File: config.mk
export PLATFORM = sky130hd
export DESIGN_NAME = fetch_top
export DESIGN_NICKNAME = d
export VERILOG_FILES = /design/src/hw/isa_pkg.sv /design/src/hw/fetch_pkg.sv /design/src/hw/fetch_top.sv /design/src/hw/instr_predecode.sv /design/src/hw/fetch_queue.sv /design/src/hw/icache.sv /design/src/hw/fetch_pc_gen.sv
export SDC_FILE = /design/constraint.sdc
export NUM_CORES = 1
export LEC_CHECK = 0
export BUFFER_PORTS_ARGS = -buffer_cell sky130_fd_sc_hd__buf_2
export CELL_PAD_IN_SITES_DETAIL_PLACEMENT = 0
export CELL_PAD_IN_SITES_GLOBAL_PLACEMENT = 1
export CORE_MARGIN = 2
export CORE_UTILIZATION = 32
export CTS_CLUSTER_DIAMETER = 150
export CTS_CLUSTER_SIZE = 40
export DETAILED_ROUTE_END_ITERATION = 10
export GPL_TIMING_DRIVEN = 0
export PLACE_DENSITY_LB_ADDON = 0.2
export SYNTH_ARGS = -nofsm -noshare
export SYNTH_HDL_FRONTEND = slang
export SYNTH_HIERARCHICAL = 1
export SYNTH_SLANG_ARGS = --single-unit
File: constraint.sdc
create_clock -name clk -period 10.1 [get_ports clk]
set_clock_uncertainty 0.2 [all_clocks]
set_input_delay 1.01 -clock clk [delete_from_list [all_inputs] [get_ports clk]]
set_output_delay 1.01 -clock clk [all_outputs]
set_load 0.02 [all_outputs]
File: src/hw/isa_pkg.sv
package isa_pkg;

    // Register format.
    typedef struct packed {
        logic [6:0] funct7;
        logic [4:0] rs2;
        logic [4:0] rs1;
        logic [2:0] funct3;
        logic [4:0] rd;
        logic [6:0] opcode;
    } r_fmt_t;

    // Immediate format for ALU and load instructions.
    typedef struct packed {
        logic [11:0] imm;
        logic [4:0]  rs1;
        logic [2:0]  funct3;
        logic [4:0]  rd;
        logic [6:0]  opcode;
    } i_fmt_t;

    // Two views of one instruction word.
    typedef union packed {
        r_fmt_t r;
        i_fmt_t i;
    } instr_u;

    localparam logic [6:0] OP_REG  = 7'b0110011;
    localparam logic [6:0] OP_IMM  = 7'b0010011;
    localparam logic [6:0] OP_LOAD = 7'b0000011;

    typedef enum logic [1:0] {
        CLASS_REG,
        CLASS_IMM,
        CLASS_LOAD,
        CLASS_OTHER
    } instr_class_t;

endpackage

File: src/hw/fetch_pkg.sv
package fetch_pkg;

    // Byte address as issued by the fetch path.
    typedef logic [31:0] addr_t;

    // Instruction or memory data word.
    typedef logic [31:0] word_t;

    // Byte offset inside a 32-bit word.
    localparam int OFFSET_W = 2;

    // Fetch length in words.
    typedef logic [7:0] len_t;

endpackage
File: src/hw/fetch_top.sv
module fetch_top #(
    parameter int LINES       = 16,
    parameter int QUEUE_DEPTH = 4
) (
    input  logic                  clk,
    input  logic                  rst,
    input  logic                  start,
    input  fetch_pkg::addr_t      start_addr,
    input  fetch_pkg::len_t       fetch_len,
    output logic                  mem_req_valid,
    output fetch_pkg::addr_t      mem_req_addr,
    input  logic                  mem_req_ready,
    input  fetch_pkg::word_t      mem_req_data,
    output logic                  dec_valid,
    input  logic                  dec_ready,
    output fetch_pkg::addr_t      dec_pc,
    output isa_pkg::instr_class_t dec_class,
    output logic [4:0]            dec_rd,
    output logic [4:0]            dec_rs1,
    output logic [4:0]            dec_rs2,
    output fetch_pkg::word_t      dec_imm
);

    logic             req_valid;
    logic             req_ready;
    fetch_pkg::addr_t req_addr;
    logic             resp_valid;
    fetch_pkg::addr_t resp_addr;
    fetch_pkg::word_t resp_data;
    logic             credit_return;
    logic             q_valid;
    fetch_pkg::addr_t q_addr;
    fetch_pkg::word_t q_data;
    logic             q_pop;

    fetch_pc_gen #(
        .QUEUE_DEPTH(QUEUE_DEPTH)
    ) u_pc_gen (
        .clk          (clk),
        .rst          (rst),
        .start        (start),
        .start_addr   (start_addr),
        .fetch_len    (fetch_len),
        .credit_return(credit_return),
        .req_valid    (req_valid),
        .req_addr     (req_addr),
        .req_ready    (req_ready)
    );

    icache #(
        .LINES(LINES)
    ) u_icache (
        .clk          (clk),
        .rst          (rst),
        .req_valid    (req_valid),
        .req_addr     (req_addr),
        .req_ready    (req_ready),
        .resp_valid   (resp_valid),
        .resp_addr    (resp_addr),
        .resp_data    (resp_data),
        .mem_req_valid(mem_req_valid),
        .mem_req_addr (mem_req_addr),
        .mem_req_ready(mem_req_ready),
        .mem_req_data (mem_req_data)
    );

    fetch_queue #(
        .QUEUE_DEPTH(QUEUE_DEPTH)
    ) u_queue (
        .clk          (clk),
        .rst          (rst),
        .push         (resp_valid),
        .push_addr    (resp_addr),
        .push_data    (resp_data),
        .q_valid      (q_valid),
        .q_addr       (q_addr),
        .q_data       (q_data),
        .q_pop        (q_pop),
        .credit_return(credit_return)
    );

    instr_predecode u_predecode (
        .clk      (clk),
        .rst      (rst),
        .q_valid  (q_valid),
        .q_addr   (q_addr),
        .q_data   (q_data),
        .q_pop    (q_pop),
        .dec_valid(dec_valid),
        .dec_ready(dec_ready),
        .dec_pc   (dec_pc),
        .dec_class(dec_class),
        .dec_rd   (dec_rd),
        .dec_rs1  (dec_rs1),
        .dec_rs2  (dec_rs2),
        .dec_imm  (dec_imm)
    );

endmodule

File: src/hw/instr_predecode.sv
module instr_predecode (
    input  logic                   clk,
    input  logic                   rst,
    input  logic                   q_valid,
    input  fetch_pkg::addr_t       q_addr,
    input  fetch_pkg::word_t       q_data,
    output logic                   q_pop,
    output logic                   dec_valid,
    input  logic                   dec_ready,
    output fetch_pkg::addr_t       dec_pc,
    output isa_pkg::instr_class_t  dec_class,
    output logic [4:0]             dec_rd,
    output logic [4:0]             dec_rs1,
    output logic [4:0]             dec_rs2,
    output fetch_pkg::word_t       dec_imm
);

    isa_pkg::instr_u       instr;
    isa_pkg::instr_class_t cls;
    logic [4:0]            rd;
    logic [4:0]            rs1;
    logic [4:0]            rs2;
    fetch_pkg::word_t      imm;

    assign instr = q_data;

    // Take a new entry when the output slot is free or draining.
    assign q_pop = q_valid && (!dec_valid || dec_ready);

    always_comb
    begin
        cls = isa_pkg::CLASS_OTHER;
        rd  = '0;
        rs1 = '0;
        rs2 = '0;
        imm = '0;
        case (instr.r.opcode)
            isa_pkg::OP_REG:
            begin
                cls = isa_pkg::CLASS_REG;
                rd  = instr.r.rd;
                rs1 = instr.r.rs1;
                rs2 = instr.r.rs2;
            end
            isa_pkg::OP_IMM,
            isa_pkg::OP_LOAD:
            begin
                cls = (instr.i.opcode == isa_pkg::OP_IMM) ? isa_pkg::CLASS_IMM
                                                          : isa_pkg::CLASS_LOAD;
                rd  = instr.i.rd;
                rs1 = instr.i.rs1;
                imm = {{20{instr.i.imm[11]}}, instr.i.imm};
            end
            default: cls = isa_pkg::CLASS_OTHER;
        endcase
    end

    always_ff @(posedge clk)
    begin
        if (rst)
        begin
            dec_valid <= 1'b0;
        end
        else if (q_pop)
        begin
            dec_valid <= 1'b1;
        end
        else if (dec_ready)
        begin
            dec_valid <= 1'b0;
        end
    end

    // Fields only change on a pop, so they hold under back-pressure.
    always_ff @(posedge clk)
    begin
        if (q_pop)
        begin
            dec_pc    <= q_addr;
            dec_class <= cls;
            dec_rd    <= rd;
            dec_rs1   <= rs1;
            dec_rs2   <= rs2;
            dec_imm   <= imm;
        end
    end

endmodule

File: src/hw/fetch_queue.sv
module fetch_queue #(
    parameter int QUEUE_DEPTH = 4
) (
    input  logic             clk,
    input  logic             rst,
    input  logic             push,
    input  fetch_pkg::addr_t push_addr,
    input  fetch_pkg::word_t push_data,
    output logic             q_valid,
    output fetch_pkg::addr_t q_addr,
    output fetch_pkg::word_t q_data,
    input  logic             q_pop,
    output logic             credit_return
);

    localparam int PTR_W   = $clog2(QUEUE_DEPTH);
    localparam int COUNT_W = $clog2(QUEUE_DEPTH + 1);

    fetch_pkg::addr_t addr_mem [QUEUE_DEPTH];
    fetch_pkg::word_t data_mem [QUEUE_DEPTH];

    logic [PTR_W-1:0]   wr_ptr;
    logic [PTR_W-1:0]   rd_ptr;
    logic [COUNT_W-1:0] count;
    logic               pop_ok;

    assign q_valid = (count != '0);
    assign q_addr  = addr_mem[rd_ptr];
    assign q_data  = data_mem[rd_ptr];
    assign pop_ok  = q_pop && q_valid;

    // The credit loop keeps pushes within depth.
    always_ff @(posedge clk)
    begin
        if (push)
        begin
            addr_mem[wr_ptr] <= push_addr;
            data_mem[wr_ptr] <= push_data;
        end
    end

    always_ff @(posedge clk)
    begin
        if (rst)
        begin
            wr_ptr        <= '0;
            rd_ptr        <= '0;
            count         <= '0;
            credit_return <= 1'b0;
        end
        else
        begin
            if (push)
            begin
                wr_ptr <= wr_ptr + PTR_W'(1);
            end
            if (pop_ok)
            begin
                rd_ptr <= rd_ptr + PTR_W'(1);
            end
            case ({push, pop_ok})
                2'b10:   count <= count + COUNT_W'(1);
                2'b01:   count <= count - COUNT_W'(1);
                default: count <= count;
            endcase
            // One credit back per removed entry.
            credit_return <= pop_ok;
        end
    end

endmodule

File: src/hw/icache.sv
module icache #(
    parameter int LINES = 16
) (
    input  logic             clk,
    input  logic             rst,
    input  logic             req_valid,
    input  fetch_pkg::addr_t req_addr,
    output logic             req_ready,
    output logic             resp_valid,
    output fetch_pkg::addr_t resp_addr,
    output fetch_pkg::word_t resp_data,
    output logic             mem_req_valid,
    output fetch_pkg::addr_t mem_req_addr,
    input  logic             mem_req_ready,
    input  fetch_pkg::word_t mem_req_data
);

    localparam int ADDR_W  = $bits(fetch_pkg::addr_t);
    localparam int INDEX_W = $clog2(LINES);
    localparam int TAG_W   = ADDR_W - INDEX_W - fetch_pkg::OFFSET_W;
    localparam int INDEX_LSB = fetch_pkg::OFFSET_W;
    localparam int TAG_LSB   = fetch_pkg::OFFSET_W + INDEX_W;

    typedef enum logic [1:0] {
        IDLE,
        COMPARE,
        REFILL
    } state_t;

    state_t state;
    state_t next_state;

    fetch_pkg::addr_t addr_q;
    logic [INDEX_W-1:0] index_q;
    logic [TAG_W-1:0]   tag_q;

    // One word per line.
    logic [LINES-1:0]   valid_bits;
    logic [TAG_W-1:0]   tag_mem  [LINES];
    fetch_pkg::word_t   data_mem [LINES];

    logic hit;
    logic refill_done;

    assign index_q = addr_q[TAG_LSB-1:INDEX_LSB];
    assign tag_q   = addr_q[ADDR_W-1:TAG_LSB];

    assign hit = valid_bits[index_q] && (tag_mem[index_q] == tag_q);

    assign req_ready  = (state == IDLE);
    assign resp_valid = (state == COMPARE) && hit;
    assign resp_addr  = addr_q;
    assign resp_data  = data_mem[index_q];

    // Memory request goes out straight from the compare cycle on a miss.
    assign mem_req_valid = ((state == COMPARE) && !hit) || (state == REFILL);
    assign mem_req_addr  = {addr_q[ADDR_W-1:INDEX_LSB], {fetch_pkg::OFFSET_W{1'b0}}};
    assign refill_done   = mem_req_valid && mem_req_ready;

    always_ff @(posedge clk)
    begin
        if (rst)
        begin
            state <= IDLE;
        end
        else
        begin
            state <= next_state;
        end
    end

    always_comb
    begin
        next_state = state;
        case (state)
            IDLE:
            begin
                if (req_valid)
                begin
                    next_state = COMPARE;
                end
            end
            COMPARE:
            begin
                if (hit)
                begin
                    next_state = IDLE;
                end
                else if (!mem_req_ready)
                begin
                    next_state = REFILL;
                end
            end
            REFILL:
            begin
                // Back to compare; the freshly written line hits there.
                if (mem_req_ready)
                begin
                    next_state = COMPARE;
                end
            end
            default: next_state = IDLE;
        endcase
    end

    always_ff @(posedge clk)
    begin
        if (req_valid && req_ready)
        begin
            addr_q <= req_addr;
        end
    end

    always_ff @(posedge clk)
    begin
        if (rst)
        begin
            valid_bits <= '0;
        end
        else if (refill_done)
        begin
            valid_bits[index_q] <= 1'b1;
        end
    end

    always_ff @(posedge clk)
    begin
        if (refill_done)
        begin
            tag_mem[index_q]  <= tag_q;
            data_mem[index_q] <= mem_req_data;
        end
    end

endmodule

File: src/hw/fetch_pc_gen.sv
module fetch_pc_gen #(
    parameter int QUEUE_DEPTH = 4
) (
    input  logic             clk,
    input  logic             rst,
    input  logic             start,
    input  fetch_pkg::addr_t start_addr,
    input  fetch_pkg::len_t  fetch_len,
    input  logic             credit_return,
    output logic             req_valid,
    output fetch_pkg::addr_t req_addr,
    input  logic             req_ready
);

    localparam int CREDIT_W = $clog2(QUEUE_DEPTH + 1);
    localparam int ADDR_W = $bits(fetch_pkg::addr_t);

    fetch_pkg::addr_t pc;
    fetch_pkg::len_t  remaining;
    logic [CREDIT_W-1:0] credits;
    logic xfer;

    // Valid only while words remain and the queue has room.
    assign req_valid = (remaining != '0) && (credits != '0);
    assign req_addr  = pc;
    assign xfer      = req_valid && req_ready;

    always_ff @(posedge clk)
    begin
        if (rst)
        begin
            pc        <= '0;
            remaining <= '0;
        end
        else if (start && remaining == '0)
        begin
            // Align down to a word boundary.
            pc        <= {start_addr[ADDR_W-1:fetch_pkg::OFFSET_W],
                          {fetch_pkg::OFFSET_W{1'b0}}};
            remaining <= fetch_len;
        end
        else if (xfer)
        begin
            pc        <= pc + fetch_pkg::addr_t'(4);
            remaining <= remaining - fetch_pkg::len_t'(1);
        end
    end

    // One credit per queue entry.
    always_ff @(posedge clk)
    begin
        if (rst)
        begin
            credits <= CREDIT_W'(QUEUE_DEPTH);
        end
        else
        begin
            case ({xfer, credit_return})
                2'b10:   credits <= credits - CREDIT_W'(1);
                2'b01:   credits <= credits + CREDIT_W'(1);
                default: credits <= credits;
            endcase
        end
    end

endmodule

==> results of run 1 <==
[registers in the layout, indices dropped and copies added (netlist names), 5 cells and up, named ones only]
signal and cells:
u_icache/data_mem 464, u_icache/tag_mem 416, u_queue/addr_mem 128, u_queue/data_mem 116
u_icache/resp_addr 32, u_predecode/dec_pc 32, u_pc_gen/req_addr 30, u_icache/valid_bits 16
u_predecode/dec_imm 12, u_pc_gen/remaining 8, u_predecode/dec_rd 5, u_predecode/dec_rs1 5
u_predecode/dec_rs2 5
[worst max-delay path: stages (launching register included)]
cell	delay, ns
dfxtp_1	0.53
buf_2	0.35
buf_2	0.37
clkbuf_1	0.85
mux4_2	0.42
mux2i_1	0.18
mux2i_1	0.12
xor2_1	0.29
a2111oi_0	1.09
nand4_1	0.57
or2_1	0.40
nor3_1	0.86
and2_4	0.67
buf_16	0.30
[final timing paths]
check	slack (ns)	endpoint	startpoint	cells past startpoint
max reg2reg	2.40	u_queue/data_mem[2][3]	register	13
min reg2reg	0.26	u_icache/resp_addr[20]	u_pc_gen/req_addr[20]	0
max	2.40	u_queue/data_mem[2][3]	register	13
min	0.26	u_icache/resp_addr[20]	u_pc_gen/req_addr[20]	0
[stage by stage]
stage | setup slack (ns) | instances | setup TNS (ns) | total power [mW]
6_report | 2.40 | 4859 | 0 | 13.1
5_1_grt | 2.25 | 4857 | 0 | 13.7
4_1_cts | 2.19 | 4856 | 0 | 13.3
3_5_place_dp | 2.23 | 4803 | 0 | 11.0
3_3_place_gp | -9.69 | 4606 | -8064.96 | 10.9
2_1_floorplan | 1.29 | 2364 | 0 | 9.46
[metal layers]
metal / routed length [um] / part of all wire [%]
met1: 54600 / 42
met2: 67000 / 51
met3: 6230 / 4.8
met4: 2500 / 1.9
met5: 39 / 0.030
[cell usage in the layout, fill, tap and decap left out, types with 22 or more instances in the layout]
cell type and instances:
edfxtp_1 1217, mux4_2 295, buf_4 237, buf_2 222
dfxtp_1 74, mux2i_1 68, clkbuf_1 55, nor2_1 55
clkbuf_16 39, nand2_1 35, nand2b_1 31, inv_1 27
xor2_1 25, buf_6 24, nor3_1 24, nor4_1 22
[area by class of cell]
class	instances	area (um^2)	share of cell area (%)
antenna	3	7.51	0.0133
inverter	30	113	0.200
buffer	179	1120	1.98
clock buffer	50	1020	1.80
clock inverter	3	47.5	0.0843
sequential	1291	38000	67.4
timing repair buffer	381	2570	4.55
tap	2058	2570	4.56
multi-input combinational	864	10900	19.4
[power by group]
part           switching (mW)  internal, mW
Clock                    1.52         0.733
Combinational            2.14          1.54
Sequential              0.514          6.63
Total                    4.17          8.90
==> results.md, run 1 <==
GRT:
- The met2 usage in global routing is 28.8%.
- The overall track demand over capacity in global routing is 16.2%.
- The via count of the first global-routing pass was 25400.
- The met1 usage is 21.2%.
- The overflow left after global routing is 0.
- In this run the most used layer during global routing was met2.
- The global-route met3 utilization is 2.19%.
- The initial antenna violation count is 11.
- Entering global routing, the biggest net connects 42 pins.
- The first-pass GRT wire length is 185 mm.

Detailed routing:
- The average wire per cell in the routed design is 26.8 um.
- The vias per cell is 5.04.
- The first detailed-routing pass ran for 5 iterations.
- For this block, the initial DRC count from the detailed router was 2062.
- The detail route stage leaves a number of antenna-violating nets equal to 0.
- The final layout contains routed wiring with a total length of 130 mm.
- The overall via count from detail_route is 24500.
- The number of DRC violations after detailed routing is 0.

Cells and area:
- In the final layout, the share of cells above drive strength 1 is 31.8%.
- Cells fill 36.2% of the core in the end.
- The design area is 0.0564 mm^2.
- The number of nets at the end of the flow is 2872.
- Counting the fill cells in the layout gives 14300.
- The layout-stage area growth over the synthesis result is 12.7%.

Power and ir drop:
- In this run the static leakage power is 17.8 nW.
- The worst-case IR drop observed on VDD is 127 uV.
- Power spread over the standard cell area amounts to 232 mW/mm^2.

STA:
- Setup repair after global routing left no endpoint under its margin.
- The total count of max-transition violations in the final report was 0.
- After layout, the worst path uses 76.2% of the clock period.
- The setup violation total in the final timing report is 0.
- The number of hold violations in the final report came to 0.
- The transition time of the tightest slew-check pin is 1.34 ns.
- The worst hold slack after final layout is 0.257 ns.
- The headroom to the max-slew limit is 10.4%.
- The highest clock frequency the design can meet is 130 MHz.
- The shortest period the worst path allows is 7.70 ns.

Clock network:
- The count of instances resized after the clock tree is built is 0.
- The total CTS buffers is 38.
- The worst-skew pair later-pin latency is 0.68 ns.
- The register clock-pin slew on the reported worst setup and hold paths is 0.16 ns.
- CTS placed an instance of clkbuf_16 at the clock tree root.
- CTS built an H-tree with a depth of 2.
- Hold repair after CTS inserted 0 buffers.
- The buffer count from post-CTS setup fixing is 0.
- In this run the deepest clock path goes through 3 buffers.
- TritonCTS built the clock tree.
- Counting every sink on the clock net gives 1291.

Critical path:
- STA classifies the critical path endpoint as a register.
- The startpoint-to-endpoint class of the critical path is reg2reg.
- Data on the critical path is required at its endpoint by 10.24 ns.
- The worst setup path is launched from a register.
- The data arrival time of the worst path is 7.84 ns.
- In this run the worst path has a maximum fanout of 39.

Place:
- The final HPWL from detailed placement is 93.4 mm.
- Once placement finished, the instance area stood at 0.0553 mm^2.
- The congestion estimate from routability-driven global placement came to 0.810.
- The count of buffers added on input and output ports is 184.

Floorplan:
- The vertical extent of the die is 400 um.
- The initial utilization of the core area, before any placement, comes to 32.1%.
- The core region is 0.156 mm^2.
- The floorplan has 145 rows.
- The die is 400 um wide.
- The die area is 0.160 mm^2.
- The I/O pin count is 192.

Status:
- The run finished with clean final reports.

Yosys:
- During synthesis, Yosys emitted a total of 6 warnings.
- After synthesis the cells add up to 0.0501 mm^2.
- The instance count of the mapped netlist is 2362.
- Averaged over all synthesized cells, the footprint is 21.2 um^2.

Hold path:
- The type of the most critical hold path is reg2reg.

Run:
- The tool flagged a number of max-cap violations equal to 0.
Power figures use the tool's default switching activity.
==> run 2: changes to the inputs <==
--- a/config.mk
+++ b/config.mk
@@ -5,6 +5,7 @@
 export SDC_FILE = /design/constraint.sdc
 export NUM_CORES = 1
 export LEC_CHECK = 0
+export ABC_AREA = 1
 export BUFFER_PORTS_ARGS = -buffer_cell sky130_fd_sc_hd__buf_2
 export CELL_PAD_IN_SITES_DETAIL_PLACEMENT = 0
 export CELL_PAD_IN_SITES_GLOBAL_PLACEMENT = 1
==> constraint.sdc (replaced) <==
create_clock -name clk -period 8 [get_ports clk]
set_clock_uncertainty 0.2 [all_clocks]
set_input_delay 0.8 -clock clk [delete_from_list [all_inputs] [get_ports clk]]
set_output_delay 0.8 -clock clk [all_outputs]
set_load 0.02 [all_outputs]
==> run 2 against run 1 <==
Synthesized cell count increased by 88%; via count is 41% higher; combinational power up 80%; design area is 3.3% higher; global-route usage grew 4.2 points; die area rose by 5.4%; count of clock-buffer cells in the layout up 15; final cell count grew 42%; largest cell class unchanged; core utilization is 0.77 points lower.
==> results.md, run 2 <==
Critical path:
- The critical path in this run is classified as reg2reg.
- The end of the worst register-to-register path is u_queue/data_mem[3][21].
- The required arrival time at the worst endpoint is 8.17 ns.
- The setup slack on the worst flop-to-flop path is 2.58 ns.
- Counting cells, the worst reg-to-reg path comes to 14.
- Data arrives at the worst endpoint at 5.59 ns.
- The worst setup path is launched from a register.
- The worst setup path is captured at a register.
- Of all nets on the critical path, the largest fanout is 38.

Run:
- The count of maximum capacitance violations is 0.

Floorplan:
- Measured along the x axis, the die boundary spans 410 um.
- The I/O pin count is 192.
- The number of rows in the core area is 149.
- In this run the standard cell core region covers 0.164 mm^2.
- The die covers 0.168 mm^2.
- The starting density of the core is 32.1%.
- The vertical extent of the die is 410 um.

STA:
- Setup violations remaining at the end of the flow were counted as 0.
- The routed design could run at a clock period as short as 5.42 ns.
- Setup repair after global routing left no endpoint under its margin.
- The final critical path takes up 67.7% of the cycle.
- The total count of max-transition violations in the final report is 0.
- The highest clock frequency the design can meet is 185 MHz.
- The number of hold violations in the final report is 0.
- The headroom to the max-slew limit is 16.8%.
- For the pin with the worst max-slew slack, the measured transition is 1.25 ns.

Hold path:
- The sink of the worst hold path is u_pc_gen/remaining[0].
- Counting instances, the worst hold path has a depth of 3.
- The startpoint identified for the worst hold timing path is fetch_len[0].
- The type of the most critical hold path is in2reg.

Power and ir drop:
- Summed over all cells, the static leakage comes to 20.3 nW.
- Across the VDD grid, the largest voltage drop is 166 uV.
- Sequential cells burn 49.1% of the power.
- The power density of the placed cells is 322 mW/mm^2.
- Net switching is 41.2% of the power.
- Combinational cells account for 35.2% of the total power.
- The power dissipated by switching net loads is 7.74 mW.
- Cell internal power was estimated by the tool at 11.0 mW.
- The clock network fraction of design power is 15.7%.

GRT:
- The via count of the first global-routing pass came to 32700.
- The first global-routing pass estimated 246 mm of wire.
- Summed over all layers, the global routing overflow is 0.
- Entering global routing, the biggest net connects 45 pins.
- The overall track demand over capacity in global routing is 20.5%.
- The initial antenna violation count is 9.

Clock network:
- The tree is rooted in a clkbuf_16.
- The H-tree generated during clock tree synthesis spans 2 levels.
- TritonCTS created 38 clock buffers.
- The clock sink count is 1291.
- The buffer count from post-CTS setup fixing is 0.
- Hold repair after CTS inserted 0 buffers.
- The register clock-pin slew on the reported worst setup and hold paths is 0.14 ns.
- The maximum clock insertion buffer count is 3.
- Clock latency on the worst-skew pair, taken at its later pin, is 0.70 ns.
- The count of instances resized after the clock tree is built is 0.
- The TritonCTS clock tree is yes.

Status:
- The flow ran to the end, and the final reports show no timing, DRC or antenna violations.

Detailed routing:
- The vias per cell is 5.01.
- The average wire per cell in the routed design is 25.5 um.
- The overall via count from detail_route is 34600.
- The count of nets left with antenna violations after detail routing is 0.
- The total wire length after detailed routing is 176 mm.
- The first detailed-routing pass ran for 5 iterations.
- The detailed router finished its first iteration with 3267 violations.
- The number of DRC violations after detailed routing is 0.

Place:
- During placement, the flow inserted port buffers numbering 183.
- Once detailed placement completed, the half-perimeter wirelength came to 116 mm.
- The post-placement cell count is 6840.
- After detailed placement, the total cell area comes to 0.0571 mm^2.
- The final RePlAce weighted congestion is 0.831.

Cells and area:
- The design area is 0.0583 mm^2.
- The number of flip-flops in the largest register is 464.
- Of the cells placed in the final design, the portion with a size suffix greater than 1 is 10.4%.
- The layout-stage area growth over the synthesis result is 10.3%.
- The register with the most flip-flops is u_icache/data_mem.
- The number of standard cells in the final layout excluding fillers is 6917.
- The net count of the finished layout is 4778.
- The largest registers in the layout are u_icache/data_mem (464), u_icache/tag_mem (416), u_queue/addr_mem (128).
- The library cells used most frequently in the layout, excluding fill and tap cells, are 1217 x edfxtp_1, 711 x nand2_1, 638 x nor2_1.
- The total area of multi-input combinational cells is 0.0119 mm^2.
- Counting the fill cells in the layout gives 16200.
- In the final layout, flip-flops and latches occupy 0.0380 mm^2.
- The leading cell type in the layout, fill and taps excluded is edfxtp_1.

Yosys:
- The post-synthesis instance area is 0.0528 mm^2.
- The average instance area after synthesis is 11.9 um^2.
- Synthesis handed over a netlist of 4444 instances.
- The yosys synthesis warning count is 6.
run 2: worst max path at each step:
stage                   start                 endpoint  depth (start not counted)
CTS                  register            mem_req_valid                         15
global route         register   u_queue/data_mem[3][3]                         14
global placement    dec_ready         u_queue/count[2]                         14
detailed placement   register   u_queue/data_mem[3][8]                         14
floorplan           dec_ready         u_queue/count[2]                         13
finish               register  u_queue/data_mem[3][21]                         14
run 2: power by group through the flow:
stage,clock network (mW),logic (mW),registers (mW)
floorplan,0,3.61,8.99
global placement,0,6.47,9.40
detailed placement,0,6.53,9.38
CTS,3.06,6.54,9.23
global route,3.25,7.10,9.31
finish,2.95,6.61,9.22
run 2: area by class of cell:
class / count / area share [%]
flip-flops and latches: 1291 / 65.3
multi-input cells: 2531 / 20.4
well taps: 2189 / 4.70
plain buffers: 306 / 2.92
repair buffers: 205 / 2.57
inverters: 318 / 2.15
clock buffers: 65 / 1.84
clock inverters: 4 / 0.0795
diodes: 8 / 0.0344
run 2: per-layer routing:
| metal | share of wire, % | GRT usage (%) | wire [um] |
|---|---|---|---|
| met5 | 0.023 | 0 | 40 |
| met4 | 1.7 | 3.78 | 2980 |
| met3 | 7.0 | 3.39 | 12400 |
| met2 | 46 | 32.8 | 80700 |
| met1 | 45 | 29.4 | 80000 |
run 2: stage by stage:
step	hold WS, ns	worst slack [ns]	TNS, ns	total power, mW	utilization (%)
final	0.172	2.58	0	18.8	35.4
after floorplan	0.230	2.39	0	12.6	-
after global routing	0.196	2.41	0	19.7	35.4
after detailed placement	0.243	2.63	0	15.9	34.7
after global placement	0.239	-0.0184	-0.0184	15.9	34.4
after CTS	0.130	2.58	0	18.8	35.4
run 2: worst max-delay path: stages (launching register included):
cell      delay (ns)
dfxtp_1         0.33
buf_2           0.28
buf_2           0.42
clkbuf_1        0.79
o211ai_1        0.22
nand3_1         0.19
nand2_1         0.07
nand2_1         0.14
nand3_1         0.09
nor4_1          0.29
nand3_1         0.21
nor3b_1         0.91
nand2_1         0.23
inv_4           0.39
buf_16          0.29
